### config.mk
export PLATFORM = sky130hd
export DESIGN_NAME = lsab_lane_flat
export DESIGN_NICKNAME = d
export VERILOG_FILES = /design/src/common/lsab_pkg.sv /design/src/common/lsab_lane_if.sv /design/src/lsab_lane/lsab_int_marker.sv /design/src/lsab_lane/lsab_lane.sv /design/src/flat_wrapper.sv
export SDC_FILE = /design/constraint.sdc
export NUM_CORES = 1
export LEC_CHECK = 0
export ABC_AREA = 1
export BUFFER_PORTS_ARGS = -buffer_cell sky130_fd_sc_hd__buf_2
export CAP_MARGIN = 5
export CORE_MARGIN = 2
export CORE_UTILIZATION = 50
export CTS_BUF_LIST = sky130_fd_sc_hd__clkbuf_2
export DETAILED_ROUTE_END_ITERATION = 12
export PLACE_DENSITY = 0.69
export SLEW_MARGIN = 15
export SYNTH_ARGS = -nofsm -noshare
export SYNTH_HDL_FRONTEND = slang
export SYNTH_SLANG_ARGS = --single-unit
### constraint.sdc
create_clock -name CLK -period 3.6 [get_ports CLK]
set_input_delay 0.18 -clock CLK [delete_from_list [all_inputs] [get_ports CLK]]
set_output_delay 0.18 -clock CLK [all_outputs]
set_load 0.01 [all_outputs]
### src/common/lsab_pkg.sv
package lsab_pkg;

  localparam int lane_count    = 4;
  localparam int slot_bits     = 6;
  localparam int lane_bits     = 2;
  localparam int data_bits     = 32;
  localparam int lane_capacity = 63;  // one slot kept free
  localparam int marker_depth  = 4;   // one entry is the gap
  localparam int addr_bits     = lane_bits + slot_bits;
  localparam int ram_words     = 1 << addr_bits;

  typedef logic [data_bits-1:0] data_t;

  typedef logic [slot_bits-1:0] slot_t;

  typedef logic [lane_bits-1:0] lane_sel_t;

  typedef logic [lane_count-1:0] lane_vec_t;

  typedef logic [$clog2(marker_depth)-1:0] marker_ptr_t;

  typedef struct packed {
    lane_sel_t lane;  // region select
    slot_t     slot;
  } lane_slot_t;

  // memory address seen flat or split by lane region
  typedef union packed {
    logic [addr_bits-1:0] flat;
    lane_slot_t           pair;
  } ram_addr_u;

endpackage

### src/common/lsab_lane_if.sv
`timescale 1ns/100ps

interface lsab_lane_if import lsab_pkg::*; ();

  logic  wr_req;    // decoded write strobe
  logic  rd_req;    // decoded read strobe
  logic  int_in;
  logic  careof;

  logic  do_write;  // accepted write
  logic  do_read;   // accepted read
  slot_t wr_slot;
  slot_t rd_slot;
  logic  empty;
  logic  stop;

  modport feed (
    output wr_req,
    output rd_req,
    output int_in,
    output careof,
    input  do_write,
    input  wr_slot
  );

  modport lane (
    input  wr_req,
    input  rd_req,
    input  int_in,
    input  careof,
    output do_write,
    output do_read,
    output wr_slot,
    output rd_slot,
    output empty,
    output stop
  );

  modport drain (
    input do_read,
    input rd_slot
  );

endinterface

### src/lsab_lane/lsab_int_marker.sv
`timescale 1ns/100ps

module lsab_int_marker import lsab_pkg::*; (
  input  logic  CLK,
  input  logic  RST,
  input  logic  do_write,
  input  logic  do_read,
  input  logic  int_in,
  input  slot_t wr_slot,
  input  slot_t rd_slot,
  output logic  marked_read
);

  slot_t       ring [marker_depth];
  marker_ptr_t rd_ptr;
  marker_ptr_t rd_trail;   // always one behind rd_ptr
  marker_ptr_t wr_ptr;
  logic        ring_empty;
  logic        ring_full;

  assign ring_empty = (rd_ptr == wr_ptr);
  assign ring_full  = (rd_trail == wr_ptr);

  // head entry matches the slot being read out
  assign marked_read = do_read && !ring_empty && (ring[rd_ptr] == rd_slot);

  always_ff @(posedge CLK) begin
    if (!RST) begin
      rd_ptr   <= marker_ptr_t'(1);
      rd_trail <= '0;
      wr_ptr   <= marker_ptr_t'(1);
      for (int i = 0; i < marker_depth; i++) begin
        ring[i] <= '0;
      end
    end else begin
      if (marked_read) begin
        rd_ptr   <= rd_ptr + marker_ptr_t'(1);
        rd_trail <= rd_trail + marker_ptr_t'(1);
      end
      if (do_write && int_in && !ring_full) begin
        ring[wr_ptr] <= wr_slot;
        wr_ptr       <= wr_ptr + marker_ptr_t'(1);
      end
    end
  end

endmodule

### src/lsab_lane/lsab_lane.sv
`timescale 1ns/100ps

module lsab_lane import lsab_pkg::*; (
  input logic       CLK,
  input logic       RST,
  lsab_lane_if.lane lane
);

  slot_t len;
  slot_t len_next;
  slot_t wr_ptr;
  slot_t rd_ptr;
  logic  full;
  logic  full_next;
  logic  empty_q;
  logic  empty_next;
  logic  stop_q;
  logic  stop_next;
  logic  marked_read;

  assign lane.do_write = lane.wr_req && !full;
  assign lane.do_read  = lane.rd_req && !stop_q;  // stop covers empty too
  assign lane.wr_slot  = wr_ptr;
  assign lane.rd_slot  = rd_ptr;
  assign lane.empty    = empty_q;
  assign lane.stop     = stop_q;

  // flags only move at the length boundaries
  always_comb begin
    len_next   = len;
    full_next  = full;
    empty_next = empty_q;
    case ({lane.do_read, lane.do_write})
      2'b01: begin
        len_next   = len + slot_t'(1);
        full_next  = (len == slot_t'(lane_capacity - 1));
        empty_next = 1'b0;
      end
      2'b10: begin
        len_next   = len - slot_t'(1);
        full_next  = 1'b0;
        empty_next = (len == slot_t'(1));
      end
      default: ;  // length holds on both or neither
    endcase
  end

  assign stop_next = empty_next || (marked_read && lane.careof);

  always_ff @(posedge CLK) begin
    if (!RST) begin
      len     <= '0;
      wr_ptr  <= '0;
      rd_ptr  <= '0;
      full    <= 1'b0;
      empty_q <= 1'b1;
      stop_q  <= 1'b1;
    end else begin
      len     <= len_next;
      full    <= full_next;
      empty_q <= empty_next;
      stop_q  <= stop_next;
      if (lane.do_write) begin
        wr_ptr <= wr_ptr + slot_t'(1);
      end
      if (lane.do_read) begin
        rd_ptr <= rd_ptr + slot_t'(1);
      end
    end
  end

  lsab_int_marker i_int_marker (
    .CLK         (CLK),
    .RST         (RST),
    .do_write    (lane.do_write),
    .do_read     (lane.do_read),
    .int_in      (lane.int_in),
    .wr_slot     (wr_ptr),
    .rd_slot     (rd_ptr),
    .marked_read (marked_read)
  );

endmodule

### src/flat_wrapper.sv
// flat-port wrapper written by rule: the top's interface ports become plain ports
module lsab_lane_flat import lsab_pkg::*;
  (CLK, RST, lane_wr_req, lane_rd_req, lane_int_in, lane_careof, lane_do_write, lane_do_read, lane_wr_slot, lane_rd_slot, lane_empty, lane_stop);
  lsab_lane_if lane_i ();
  input logic CLK;
  input logic RST;
  input wire logic [$bits(lane_i.wr_req)-1:0] lane_wr_req;
  input wire logic [$bits(lane_i.rd_req)-1:0] lane_rd_req;
  input wire logic [$bits(lane_i.int_in)-1:0] lane_int_in;
  input wire logic [$bits(lane_i.careof)-1:0] lane_careof;
  output wire logic [$bits(lane_i.do_write)-1:0] lane_do_write;
  output wire logic [$bits(lane_i.do_read)-1:0] lane_do_read;
  output wire logic [$bits(lane_i.wr_slot)-1:0] lane_wr_slot;
  output wire logic [$bits(lane_i.rd_slot)-1:0] lane_rd_slot;
  output wire logic [$bits(lane_i.empty)-1:0] lane_empty;
  output wire logic [$bits(lane_i.stop)-1:0] lane_stop;
  assign lane_i.wr_req = lane_wr_req;
  assign lane_i.rd_req = lane_rd_req;
  assign lane_i.int_in = lane_int_in;
  assign lane_i.careof = lane_careof;
  assign lane_do_write = lane_i.do_write;
  assign lane_do_read = lane_i.do_read;
  assign lane_wr_slot = lane_i.wr_slot;
  assign lane_rd_slot = lane_i.rd_slot;
  assign lane_empty = lane_i.empty;
  assign lane_stop = lane_i.stop;
  lsab_lane u_core (.CLK(CLK), .RST(RST), .lane(lane_i));
endmodule
==> flow_summary.ini <==
[placed_design]
dp_slack_ns = 1.47
place_area_mm2 = 0.00274
place.gp.congestion = 0.888
portBuffers = 21
place_hpwl_mm = 3.97

[worst_hold_path]
hold_end = u_core.i_int_marker.wr_ptr[1]
hold_path.class = in2reg
hold_start = lane_int_in
min_delay_path_depth = 3

[drt]
vias = 2024
drc = 0
antenna_left = 0
drt_iter0_markers = 111
dr.pass1.iters = 4
vias_per_cell = 4.92
wl_per_cell_um = 12.5
drt_wl_total_mm = 5.13

[timing]
final-hold-violation-count = 0
setup_viol = 0
fin_crit_sh_pct = 59.9
fin_skew_ns = 0.0261
maxSlewHeadroom_pct = 36.1
worst_pin_slew_ns = 0.950
slew_violations = 0
final.setup.tns_ns = 0
setup_ws_ns = 1.44
fmax_ghz = 0.463
rsz0062_at_grt = false
min_period_ns = 2.16

[power]
intPower_mw = 0.787
switching_share_pct = 31.6
clockPowerShare_pct = 21.7
power_leakage_nw = 1.18
comb_power_share_pct = 17.2
power_density_mw_per_mm2 = 411
seq_power_share_pct = 61.1
peakVddDrop_uv = 252
p_sw_mw = 0.364

[worst_setup_path]
crit_fanout = 9
worstSetupStartpointType = register
r2r_start = u_core.full
timing.rr.end = u_core.len[3]
worst_ep_required_time_ns = 3.98
cp.arrival_ns = 2.54
endpoint_kind = register
reg2reg_depth = 11
crit_type = reg2reg
r2r_slack_ns = 1.44

[floorplan]
start_util_pct = 51.3
placementRows = 26
die_h_um = 76.0
ios = 22
die_w_um = 76.0
die-area_mm2 = 0.00577
core_area_mm2 = 0.00504

[clock_tree]
clock-sinks = 53
htree_levels = 2
cts_tree = done
root_buffer = clkbuf_2
cts.clk_slew.worst_paths_ns = 0.28
cts-buffers-inserted = 5
cts_buffer_depth = 2
clkLatencyLatePin_ns = 0.45

[global_route]
track_usage_pct = 19.5
overflow = 0
grt_pass1_wl_mm = 9.04
antenna_found_initial = 0
grt_max_degree = 27
grt_pass1_vias = 1938

[logic_synthesis]
synth_seq_area_share_pct = 50.3
yosysTopAreaCellShare_pct = 27.8
synth_cell_types = 31
synth_area_leaders = edfxtp_1, dfxtp_1, nand2_1
synth_commonest_cells = nand2_1, nor2_1, inv_1
syn_area_mm2 = 0.00259
ys_seq_elements = 53
synth-main-ff-cell = dfxtp_1
ys.warnings.count = 0
avgSynthCellArea_um2 = 8.14
synthMostInstantiatedCell = nand2_1
synth_nets = 331
async_reset_ff_share_pct = 0
synth_edf_count = 24
synth_largest_area_cell = edfxtp_1
synth_cells = 318

[finish]
finalCoreUtilization_pct = 55.6
syn2layout_area_growth_pct = 8.26
design_area_mm2 = 0.00280
fin_nets = 353
drive_above_1_share_pct = 14.1
n_antenna_cell = 0

[flow_run]
maxCapViolations = 0

[status]
status = complete, no violations
how the worst max path moves through the flow:
| stage | startpoint | to | slack [ns] | cells after the start |
|---|---|---|---|---|
| 2_1_floorplan | u_core.full | u_core.len[3] | 1.55 | 12 |
| 3_3_place_gp | u_core.full | u_core.len[3] | 1.60 | 11 |
| 3_5_place_dp | u_core.full | u_core.len[3] | 1.47 | 11 |
| 4_1_cts | u_core.full | u_core.len[3] | 1.45 | 11 |
| 5_1_grt | u_core.full | u_core.len[3] | 1.18 | 11 |
| 6_report | u_core.full | u_core.len[3] | 1.44 | 11 |
area by class of cell:
cell class,count,area (um2)
clock buffers,5,25.0
clock inverters,3,25.0
fillers,508,2240
inverters,42,158
multi-input cells,216,1090
flip-flops and latches,53,1300
well taps,70,87.6
repair buffers,22,115
power by group through the flow:
stage          logic, mW  registers, mW  clock network, mW
2_1_floorplan      0.165          0.701                  0
3_3_place_gp       0.194          0.714                  0
3_5_place_dp       0.197          0.716                  0
4_1_cts            0.199          0.703              0.259
5_1_grt            0.230          0.710              0.285
6_report           0.198          0.703              0.249
what timing repair did:
item,4_1_cts,5_1_grt
hold buffers,1,0
endpoints found under the hold margin,1,0
resized for setup,0,0
buffers inserted,0,0
setup endpoints to repair,0,0
critical path, cell delays in order, from the launching register on:
cell and delay, ns:
dfxtp_1 0.38, nor2_1 0.31, inv_1 0.15, ha_1 0.40, inv_1 0.13, nand2_1 0.09, nor3_1 0.20, inv_1 0.06
nand2_1 0.05, o21ai_0 0.10, o21ai_0 0.17, a21oi_1 0.05
stage by stage:
step,std cells,hold WS [ns],power (mW)
4_1_cts,411,0.102,1.16
6_report,411,0.134,1.15
3_5_place_dp,402,0.411,0.913
5_1_grt,411,0.133,1.22
3_3_place_gp,402,0.387,0.909
2_1_floorplan,318,0.293,0.866
registers in the layout, summed over array words and instances, names as in the netlist, named ones only:
signal	cells
u_core.lane.empty	1
u_core.full	1
u_core.lane.stop	1
u_core.len	6
u_core.lane.rd_slot	6
u_core.lane.wr_slot	6
u_core.i_int_marker.rd_trail	2
u_core.i_int_marker.rd_ptr	2
u_core.i_int_marker.ring	24
u_core.i_int_marker.wr_ptr	2
cells by family after synthesis:
| family | after synthesis | share of synthesized area, % |
|---|---|---|
| fa+ha+maj | 7 | 3.38 |
| compound gates | 44 | 9.04 |
| buf+inv | 49 | 7.59 |
| xor+xnor | 3 | 1.02 |
| flops | 53 | 50.3 |
| simple gates | 162 | 28.7 |
per-layer routing:
metal	global-route usage, %	vias up	share of wire (%)
li1	-	1082	-
met1	25.3	901	47
met2	32.9	31	49
met3	3.69	10	3.2
met4	6.91	0	1.6
met5	0	-	0
cell usage in the layout (no fill, tap or decap), types with 2 or more instances in the layout:
| cell type | netlist | routed |
|---|---|---|
| nand2_1 | 70 | 70 |
| nor2_1 | 41 | 41 |
| inv_1 | 40 | 40 |
| dfxtp_1 | 29 | 29 |
| edfxtp_1 | 24 | 24 |
| a21oi_1 | 21 | 21 |
| buf_2 | 1 | 21 |
| nand3_1 | 20 | 20 |
| o21ai_0 | 16 | 16 |
| nor3_1 | 11 | 11 |
| nand2_2 | 7 | 7 |
| ha_1 | 7 | 7 |
| clkbuf_2 | 0 | 5 |
| nand3_2 | 4 | 4 |
| xnor2_1 | 2 | 2 |
| inv_2 | 2 | 2 |
| nor2_2 | 2 | 2 |
| nor4_1 | 2 | 2 |
| nand4_1 | 2 | 2 |
| a31oi_1 | 2 | 2 |
Note: power is estimated with default switching activity, not from simulation.
